### src/include/isp_settings.svh
`ifndef ISP_SETTINGS_SVH
`define ISP_SETTINGS_SVH

// raw sample and output channel width
`define ISP_PIXEL_WIDTH 8

// raw, gain, gain plus gamma
`define ISP_MODE_NUM 3

// white balance gains, unsigned with ISP_GAIN_FRAC fraction bits
`define ISP_GAIN_WIDTH 8
`define ISP_GAIN_FRAC 6
`define ISP_GAIN_R 8'd80 // 1.25
`define ISP_GAIN_G 8'd64 // 1.0
`define ISP_GAIN_B 8'd96 // 1.5

// command bytes from the uart side, ascii '1' and '2'
`define ISP_CMD_GAMMA1 8'h31
`define ISP_CMD_GAMMA2 8'h32

`endif

### src/hdl/video_pkg.sv
`include "isp_settings.svh"

package video_pkg;

    typedef logic [`ISP_PIXEL_WIDTH-1:0] pixel_t; // one channel sample

    typedef logic [1:0] bayer_chan_t;

    localparam bayer_chan_t CHAN_R = 2'd0;
    localparam bayer_chan_t CHAN_G = 2'd1;
    localparam bayer_chan_t CHAN_B = 2'd2;

    // stream beat between stages, no handshake
    typedef struct packed {
        logic   vsync;
        logic   den;
        pixel_t data;
    } video_beat_t;

    typedef struct packed {
        video_beat_t beat;
        bayer_chan_t chan; // bayer position of this sample
    } chan_beat_t;

    // frame buffer word, r in the top byte
    typedef struct packed {
        pixel_t r;
        pixel_t g;
        pixel_t b;
        pixel_t a;
    } rgba_word_t;

endpackage

### src/hdl/isp_ctrl_pkg.sv
package isp_ctrl_pkg;

    typedef logic [1:0] disp_mode_t;
    typedef logic [1:0] gamma_type_t;

    // display modes, stepped by the button
    localparam disp_mode_t DISP_RAW   = 2'd0;
    localparam disp_mode_t DISP_GAIN  = 2'd1;
    localparam disp_mode_t DISP_GAMMA = 2'd2; // gain plus gamma

    localparam gamma_type_t GAMMA_LINEAR = 2'd1; // identity
    localparam gamma_type_t GAMMA_KNEE   = 2'd2;

    // configuration held for a whole frame
    typedef struct packed {
        disp_mode_t  disp_mode;
        gamma_type_t gamma_type;
    } isp_cfg_t;

endpackage

### src/hdl/isp_mode_ctrl.sv
`include "isp_settings.svh"

module isp_mode_ctrl (
    input  logic                   clk50m,
    input  logic                   reset_n,
    input  logic                   button,
    input  logic                   cmd_valid,
    input  logic [7:0]             cmd_byte,
    input  logic                   in_vsync,
    output isp_ctrl_pkg::isp_cfg_t frame_cfg
);

    logic [1:0]                button_sync; // two flop synchronizer
    logic                      button_last;
    logic                      button_rise;
    logic                      vsync_last;
    logic                      frame_start;
    isp_ctrl_pkg::disp_mode_t  pending_mode;
    isp_ctrl_pkg::gamma_type_t pending_gamma;

    assign button_rise = button_sync[1] & ~button_last;
    assign frame_start = in_vsync & ~vsync_last;

    always_ff @(posedge clk50m or negedge reset_n) begin
        if (!reset_n) begin
            button_sync <= 2'b00;
            button_last <= 1'b0;
            vsync_last  <= 1'b0;
        end else begin
            button_sync <= {button_sync[0], button};
            button_last <= button_sync[1];
            vsync_last  <= in_vsync;
        end
    end

    // pending settings, may change at any time
    always_ff @(posedge clk50m or negedge reset_n) begin
        if (!reset_n) begin
            pending_mode  <= isp_ctrl_pkg::DISP_RAW;
            pending_gamma <= isp_ctrl_pkg::GAMMA_KNEE;
        end else begin
            if (button_rise) begin
                if (pending_mode == isp_ctrl_pkg::disp_mode_t'(`ISP_MODE_NUM - 1))
                    pending_mode <= isp_ctrl_pkg::DISP_RAW; // wrap
                else
                    pending_mode <= pending_mode + 2'd1;
            end
            if (cmd_valid) begin
                if (cmd_byte == `ISP_CMD_GAMMA1)
                    pending_gamma <= isp_ctrl_pkg::GAMMA_LINEAR;
                else if (cmd_byte == `ISP_CMD_GAMMA2)
                    pending_gamma <= isp_ctrl_pkg::GAMMA_KNEE;
            end
        end
    end

    // only taken over at frame start so a frame never mixes modes
    always_ff @(posedge clk50m or negedge reset_n) begin
        if (!reset_n) begin
            frame_cfg.disp_mode  <= isp_ctrl_pkg::DISP_RAW;
            frame_cfg.gamma_type <= isp_ctrl_pkg::GAMMA_KNEE;
        end else if (frame_start) begin
            frame_cfg.disp_mode  <= pending_mode;
            frame_cfg.gamma_type <= pending_gamma;
        end
    end

endmodule

### src/hdl/bayer_gain.sv
`include "isp_settings.svh"

module bayer_gain (
    input  logic                   clk50m,
    input  logic                   reset_n,
    input  video_pkg::video_beat_t in_beat,
    input  isp_ctrl_pkg::isp_cfg_t frame_cfg,
    output video_pkg::chan_beat_t  gain_beat
);

    localparam int PROD_W = `ISP_PIXEL_WIDTH + `ISP_GAIN_WIDTH;

    logic                       vsync_last;
    logic                       den_last;
    logic                       row_odd;
    logic                       col_odd;
    logic                       gain_on;
    video_pkg::bayer_chan_t     chan;
    logic [`ISP_GAIN_WIDTH-1:0] gain;
    logic [PROD_W-1:0]          product;
    logic [PROD_W-1:0]          scaled;
    video_pkg::pixel_t          gained;
    logic                       vsync_q;
    logic                       den_q;
    video_pkg::pixel_t          data_q;
    video_pkg::bayer_chan_t     chan_q;

    // row and column parity of the current pixel
    always_ff @(posedge clk50m or negedge reset_n) begin
        if (!reset_n) begin
            vsync_last <= 1'b0;
            den_last   <= 1'b0;
            row_odd    <= 1'b0;
            col_odd    <= 1'b0;
        end else begin
            vsync_last <= in_beat.vsync;
            den_last   <= in_beat.den;
            if (in_beat.vsync && !vsync_last)
                row_odd <= 1'b0; // new frame starts on an R row
            else if (den_last && !in_beat.den)
                row_odd <= ~row_odd; // end of line
            col_odd <= in_beat.den ? ~col_odd : 1'b0;
        end
    end

    // rggb pattern
    always_comb begin
        if (!row_odd && !col_odd)
            chan = video_pkg::CHAN_R;
        else if (row_odd && col_odd)
            chan = video_pkg::CHAN_B;
        else
            chan = video_pkg::CHAN_G;
    end

    always_comb begin
        case (chan)
            video_pkg::CHAN_R: gain = `ISP_GAIN_R;
            video_pkg::CHAN_B: gain = `ISP_GAIN_B;
            default:           gain = `ISP_GAIN_G;
        endcase
    end

    assign product = PROD_W'(in_beat.data) * PROD_W'(gain);
    assign scaled  = product >> `ISP_GAIN_FRAC;
    assign gained  = (|scaled[PROD_W-1:`ISP_PIXEL_WIDTH]) ? '1  // saturate
                                                          : scaled[`ISP_PIXEL_WIDTH-1:0];
    assign gain_on = (frame_cfg.disp_mode == isp_ctrl_pkg::DISP_GAIN) ||
                     (frame_cfg.disp_mode == isp_ctrl_pkg::DISP_GAMMA);

    always_ff @(posedge clk50m or negedge reset_n) begin
        if (!reset_n) begin
            vsync_q <= 1'b0;
            den_q   <= 1'b0;
        end else begin
            vsync_q <= in_beat.vsync;
            den_q   <= in_beat.den;
        end
    end

    always_ff @(posedge clk50m) begin
        data_q <= gain_on ? gained : in_beat.data;
        chan_q <= chan; // tagged in raw mode too
    end

    assign gain_beat = '{beat: '{vsync: vsync_q, den: den_q, data: data_q}, chan: chan_q};

endmodule

### src/hdl/gamma_curve.sv
module gamma_curve (
    input  logic                   clk50m,
    input  logic                   reset_n,
    input  video_pkg::chan_beat_t  gain_beat,
    input  isp_ctrl_pkg::isp_cfg_t frame_cfg,
    output video_pkg::chan_beat_t  gamma_beat
);

    video_pkg::pixel_t      x;
    video_pkg::pixel_t      curve_out;
    logic                   vsync_q;
    logic                   den_q;
    video_pkg::pixel_t      data_q;
    video_pkg::bayer_chan_t chan_q;

    assign x = gain_beat.beat.data;

    // knee curve, both segments meet at 128
    always_comb begin
        curve_out = x; // identity for type 1 and outside mode 2
        if (frame_cfg.disp_mode == isp_ctrl_pkg::DISP_GAMMA &&
            frame_cfg.gamma_type == isp_ctrl_pkg::GAMMA_KNEE) begin
            if (x < video_pkg::pixel_t'(64))
                curve_out = x << 1;
            else
                curve_out = video_pkg::pixel_t'(96) + (x >> 1); // tops out at 223
        end
    end

    always_ff @(posedge clk50m or negedge reset_n) begin
        if (!reset_n) begin
            vsync_q <= 1'b0;
            den_q   <= 1'b0;
        end else begin
            vsync_q <= gain_beat.beat.vsync;
            den_q   <= gain_beat.beat.den;
        end
    end

    always_ff @(posedge clk50m) begin
        data_q <= curve_out;
        chan_q <= gain_beat.chan;
    end

    assign gamma_beat = '{beat: '{vsync: vsync_q, den: den_q, data: data_q}, chan: chan_q};

endmodule

### src/hdl/rgba_packer.sv
module rgba_packer (
    input  logic                   clk50m,
    input  logic                   reset_n,
    input  video_pkg::chan_beat_t  gamma_beat,
    input  isp_ctrl_pkg::isp_cfg_t frame_cfg,
    output logic                   out_vsync,
    output logic                   out_den,
    output video_pkg::rgba_word_t  out_word
);

    video_pkg::rgba_word_t word;

    // no demosaic so each word only carries its own channel
    always_comb begin
        word = '0; // blank outside den
        if (gamma_beat.beat.den) begin
            word.a = '1;
            if (frame_cfg.disp_mode == isp_ctrl_pkg::DISP_RAW) begin
                word.r = gamma_beat.beat.data; // grey view of the raw mosaic
                word.g = gamma_beat.beat.data;
                word.b = gamma_beat.beat.data;
            end else begin
                case (gamma_beat.chan)
                    video_pkg::CHAN_R: word.r = gamma_beat.beat.data;
                    video_pkg::CHAN_G: word.g = gamma_beat.beat.data;
                    video_pkg::CHAN_B: word.b = gamma_beat.beat.data;
                    default:           ;
                endcase
            end
        end
    end

    always_ff @(posedge clk50m or negedge reset_n) begin
        if (!reset_n) begin
            out_vsync <= 1'b0;
            out_den   <= 1'b0;
            out_word  <= '0;
        end else begin
            out_vsync <= gamma_beat.beat.vsync;
            out_den   <= gamma_beat.beat.den; // fifo write enable downstream
            out_word  <= word;
        end
    end

endmodule

### src/hdl/isp_pipeline.sv
module isp_pipeline (
    input  logic                   clk50m,
    input  logic                   reset_n,
    input  logic                   button,
    input  logic                   cmd_valid,
    input  logic [7:0]             cmd_byte,
    input  video_pkg::video_beat_t in_beat,
    output logic                   out_vsync,
    output logic                   out_den,
    output video_pkg::rgba_word_t  out_word
);

    isp_ctrl_pkg::isp_cfg_t frame_cfg; // constant over a frame
    video_pkg::chan_beat_t  gain_beat;
    video_pkg::chan_beat_t  gamma_beat;

    isp_mode_ctrl u_mode_ctrl (
        .clk50m    (clk50m),
        .reset_n   (reset_n),
        .button    (button),
        .cmd_valid (cmd_valid),
        .cmd_byte  (cmd_byte),
        .in_vsync  (in_beat.vsync),
        .frame_cfg (frame_cfg)
    );

    // stage 1, bayer position and white balance
    bayer_gain u_bayer_gain (
        .clk50m    (clk50m),
        .reset_n   (reset_n),
        .in_beat   (in_beat),
        .frame_cfg (frame_cfg),
        .gain_beat (gain_beat)
    );

    // stage 2
    gamma_curve u_gamma_curve (
        .clk50m     (clk50m),
        .reset_n    (reset_n),
        .gain_beat  (gain_beat),
        .frame_cfg  (frame_cfg),
        .gamma_beat (gamma_beat)
    );

    // stage 3, word for the frame buffer fifo
    rgba_packer u_rgba_packer (
        .clk50m     (clk50m),
        .reset_n    (reset_n),
        .gamma_beat (gamma_beat),
        .frame_cfg  (frame_cfg),
        .out_vsync  (out_vsync),
        .out_den    (out_den),
        .out_word   (out_word)
    );

endmodule

### config.mk
export PLATFORM = sky130hd
export DESIGN_NAME = isp_pipeline
export DESIGN_NICKNAME = d
export VERILOG_FILES = /design/src/hdl/video_pkg.sv /design/src/hdl/isp_ctrl_pkg.sv /design/src/hdl/isp_mode_ctrl.sv /design/src/hdl/bayer_gain.sv /design/src/hdl/gamma_curve.sv /design/src/hdl/rgba_packer.sv /design/src/hdl/isp_pipeline.sv
export VERILOG_INCLUDE_DIRS = /design/src /design/src/include
export SDC_FILE = /design/constraint.sdc
export NUM_CORES = 1
export LEC_CHECK = 0
export ABC_AREA = 1
export BUFFER_PORTS_ARGS = -buffer_cell sky130_fd_sc_hd__clkbuf_2
export CAP_MARGIN = 20
export CORE_MARGIN = 2
export CORE_UTILIZATION = 60
export CTS_CLUSTER_DIAMETER = 50
export DETAILED_ROUTE_END_ITERATION = 8
export GPL_TIMING_DRIVEN = 0
export PLACE_DENSITY = 0.85
export SLEW_MARGIN = 10
export SYNTH_ARGS = -nofsm -noshare
export SYNTH_HDL_FRONTEND = slang
export SYNTH_SLANG_ARGS = --single-unit
### constraint.sdc
create_clock -name clk50m -period 5.1 [get_ports clk50m]
set_input_delay 0.51 -clock clk50m [delete_from_list [all_inputs] [get_ports clk50m]]
set_output_delay 0.51 -clock clk50m [all_outputs]
set_load 0.01 [all_outputs]
==> impl_metrics.py <==
metrics = {
    "outcome": {
        "status": "complete, no violations",
    },
    "place": {
        "port_buffers": 55,
        "dpl.hpwl_microns": 4000,
        "gp_congestion": 0.844,
        "placed_cell_area_sq_um": 3470,
        "post-place-cells": 464,
    },
    "timing": {
        "fin_crit_sh_pct": 69.9,
        "tightest_slew_ps": 619,
        "skew_ps": 7.29,
        "fmaxAchievable_mhz": 281,
        "fin_crit_ps": 3560,
        "relSlewSlack_pct": 58.7,
        "hold_ws_ps": 39.2,
        "hold_violations": 0,
        "setup_viol": 0,
        "rsz0062_at_grt": "no",
        "slew_violations": 0,
        "fin_setup_tns_ps": 0,
    },
    "yosys": {
        "syn-mean-instance-area_sq_um": 9.17,
        "syn_nets": 401,
        "syn-cell-area_sq_um": 3110,
        "synth_seq_area_share_pct": 47.6,
        "syn-instance-count": 339,
        "ys_seq_elements": 63,
        "ys.warnings.count": 0,
        "yosysUniqueCellTypes": 29,
    },
    "setup_path": {
        "cp_num_buf_inv": 4,
        "reg2reg_to": "u_bayer_gain.data_q[7]",
        "reg2reg_depth": 17,
        "crit_type": "reg -> reg",
        "required_ps": 5310,
        "reg2reg_from": "u_bayer_gain.row_odd",
        "end_kind": "flip-flop",
        "worstSetupStartpointType": "flip-flop",
        "cp_max_fo": 7,
        "path_cells": "inv_1, ha_1, nand2_1, inv_1, fa_1, ha_1, ha_1, ha_1, ha_1, inv_1, fa_1, inv_1, nand3_1, nand2_1, nor2_1, nor2_1, a21oi_2",
        "crit_top_cell": "ha_1",
        "crit_arrival_ps": 3770,
        "slowest_stage": "fa_1",
        "r2r_slack_ps": 1540,
        "cpLargestDelayFamily": "adder cells",
        "cpPeakStageDelay_ps": 410,
    },
    "drt": {
        "post_drt_wl_per_cell_microns": 10.5,
        "vias": 2257,
        "ant_nets": 0,
        "drt-initial-drc-count": 78,
        "dr.pass1.iters": 4,
        "route.detailed.drc": 0,
        "routed_wl_microns": 5050,
        "vias_per_cell": 4.69,
    },
    "floorplan": {
        "num_rows": 26,
        "die_h_microns": 76.0,
        "initial_utilization_pct": 61.7,
        "top_level_ports": 56,
        "die-area_sq_um": 5770,
        "die_w_microns": 76.0,
        "core_sq_um": 5040,
    },
    "cts": {
        "path_clk_slew_ps": 60,
        "clk_path_buf_depth": 2,
        "cts_root_buffer": "clkbuf_8",
        "clkSinkCount": 63,
        "cts_resized": 0,
        "numCtsBuffers": 9,
        "hold_buffers": 0,
        "cts_tree": "done",
        "cts_max_level": 3,
        "clkLatencyLatePin_ps": 320,
        "cts_setup_buffers": 0,
    },
    "finish": {
        "nNetsFinal": 468,
        "antenna-diode-count": 0,
        "fin_cells": 481,
        "synthToLayoutAreaGrowth_pct": 18.4,
        "drive_gt1_share_pct": 24.3,
        "post-route-util_pct": 73.0,
        "stdcell_area_sq_um": 3680,
    },
    "min_path": {
        "holdCritPathClass": "in -> async",
    },
    "global_route": {
        "grt_start_max_net_pins": 44,
        "gr-usage-all-layers_pct": 19.2,
        "grt_antenna_before_repair": 0,
        "grt-ovfl-total": 0,
        "grt_pass1_vias": 2101,
        "grt_pass1_wl_microns": 8870,
    },
    "pwr": {
        "ir_drop_mv": 0.186,
        "p_per_area_nw_per_um2": 409,
        "p_leak_nw": 2.09,
    },
    "flow_run": {
        "cap_viol_max_count": 0,
    },
}
-- cells in the final DEF, fill, tap and decap left out --
| cell type | n |
|---|---|
| a21o_1 | 1 |
| a21oi_1 | 7 |
| a21oi_2 | 3 |
| buf_12 | 1 |
| buf_2 | 2 |
| buf_4 | 8 |
| bufinv_16 | 1 |
| clkbuf_1 | 4 |
| clkbuf_2 | 55 |
| clkbuf_8 | 10 |
| clkinv_2 | 3 |
| dfrtp_1 | 41 |
| dfstp_2 | 2 |
| dfxtp_1 | 20 |
| fa_1 | 8 |
| ha_1 | 32 |
| inv_1 | 55 |
| inv_2 | 1 |
| nand2_1 | 60 |
| nand2_2 | 5 |
| nand2_4 | 1 |
| nand3_1 | 13 |
| nand3_4 | 1 |
| nand4_1 | 2 |
| nand4_2 | 1 |
| nor2_1 | 47 |
| nor2_2 | 2 |
| nor3_1 | 1 |
| o211ai_1 | 5 |
| o21a_1 | 1 |
| o21ai_0 | 11 |
| o21ai_1 | 2 |
| or2_2 | 4 |
| xnor2_1 | 1 |
-- metal layers --
layer	vias to the layer above	wire length [microns]	part of all wire [%]	track usage [%]
met5	-	0	0	0
met4	0	59	1.2	8.18
met3	5	241	4.8	4.62
met2	60	2500	50	33.9
met1	1010	2240	44	22.3
li1	1182	-	-	-
-- power breakdown --
group	internal, W	switching (W)	total (W)
logic	0.000172	0.000263	0.000434
clock network	0.000237	0.000166	0.000403
registers	0.000626	0.0000445	0.000670
-- flip-flops by register name, indices dropped and copies added, names as in the netlist --
register	flops
u_gamma_curve.den_q	1
u_mode_ctrl.pending_gamma	2
u_mode_ctrl.button_sync	2
u_mode_ctrl.button_last	1
u_mode_ctrl.frame_cfg	4
u_bayer_gain.col_odd	1
u_rgba_packer.out_vsync	1
u_bayer_gain.row_odd	1
u_rgba_packer.out_word	25
u_bayer_gain.data_q	8
u_bayer_gain.chan_q	2
u_gamma_curve.chan_q	2
u_mode_ctrl.pending_mode	2
u_gamma_curve.data_q	8
u_gamma_curve.vsync_q	1
u_bayer_gain.den_last	1
u_bayer_gain.vsync_last	1
-- cells in the mapped netlist, drive strengths merged --
cell type,instances,area (sq um)
dfxtp,20,400
dfstp,2,52.6
ha,32,400
a21o,1,7.51
nor3,1,5.00
o21ai,13,65.1
fa,8,160
buf,10,70.1
nand3,14,82.6
inv,56,210
clkbuf,2,7.51
o211ai,5,37.5
xnor2,1,8.76
or2,4,25.0
dfrtp,41,1030
nand2,66,268
nand4,3,25.0
o21a,1,7.51
nor2,49,189
a21oi,10,61.3
-- logic make-up after synthesis --
group | synth area share (%)
compound gates | 5.75
simple gates | 19.1
fa+ha+maj | 18.0
flops | 47.6
buf+inv | 9.26
xor+xnor | 0.282
-- cell type report --
| cell class | count | area [sq um] |
|---|---|---|
| Clock inverter | 4 | 45.0 |
| Timing Repair Buffer | 56 | 295 |
| Multi-Input combinational cell | 208 | 1340 |
| Fill cell | 358 | 1360 |
| Inverter | 56 | 210 |
| Buffer | 12 | 77.6 |
| Sequential cell | 63 | 1480 |
| Tap cell | 70 | 87.6 |
| Clock buffer | 12 | 145 |
-- through the flow --
stage	total power (W)	worst slack, ps
2_1_floorplan	0.000973	1870
3_3_place_gp	0.00109	1580
3_5_place_dp	0.00111	1550
4_1_cts	0.00152	1520
5_1_grt	0.00161	1250
6_report	0.00151	1540
-- how the worst max path moves through the flow --
stage                                   endpoint  cells past startpoint            startpoint
final                     u_bayer_gain.data_q[7]                     17  u_bayer_gain.row_odd
after floorplan           u_bayer_gain.data_q[7]                     17  u_bayer_gain.row_odd
after detailed placement  u_bayer_gain.data_q[7]                     17  u_bayer_gain.row_odd
after global placement    u_bayer_gain.data_q[7]                     17  u_bayer_gain.row_odd
after global routing      u_bayer_gain.data_q[7]                     18  u_bayer_gain.row_odd
after CTS                 u_bayer_gain.data_q[7]                     17  u_bayer_gain.row_odd
No activity file was read; power rests on OpenSTA's default activity.
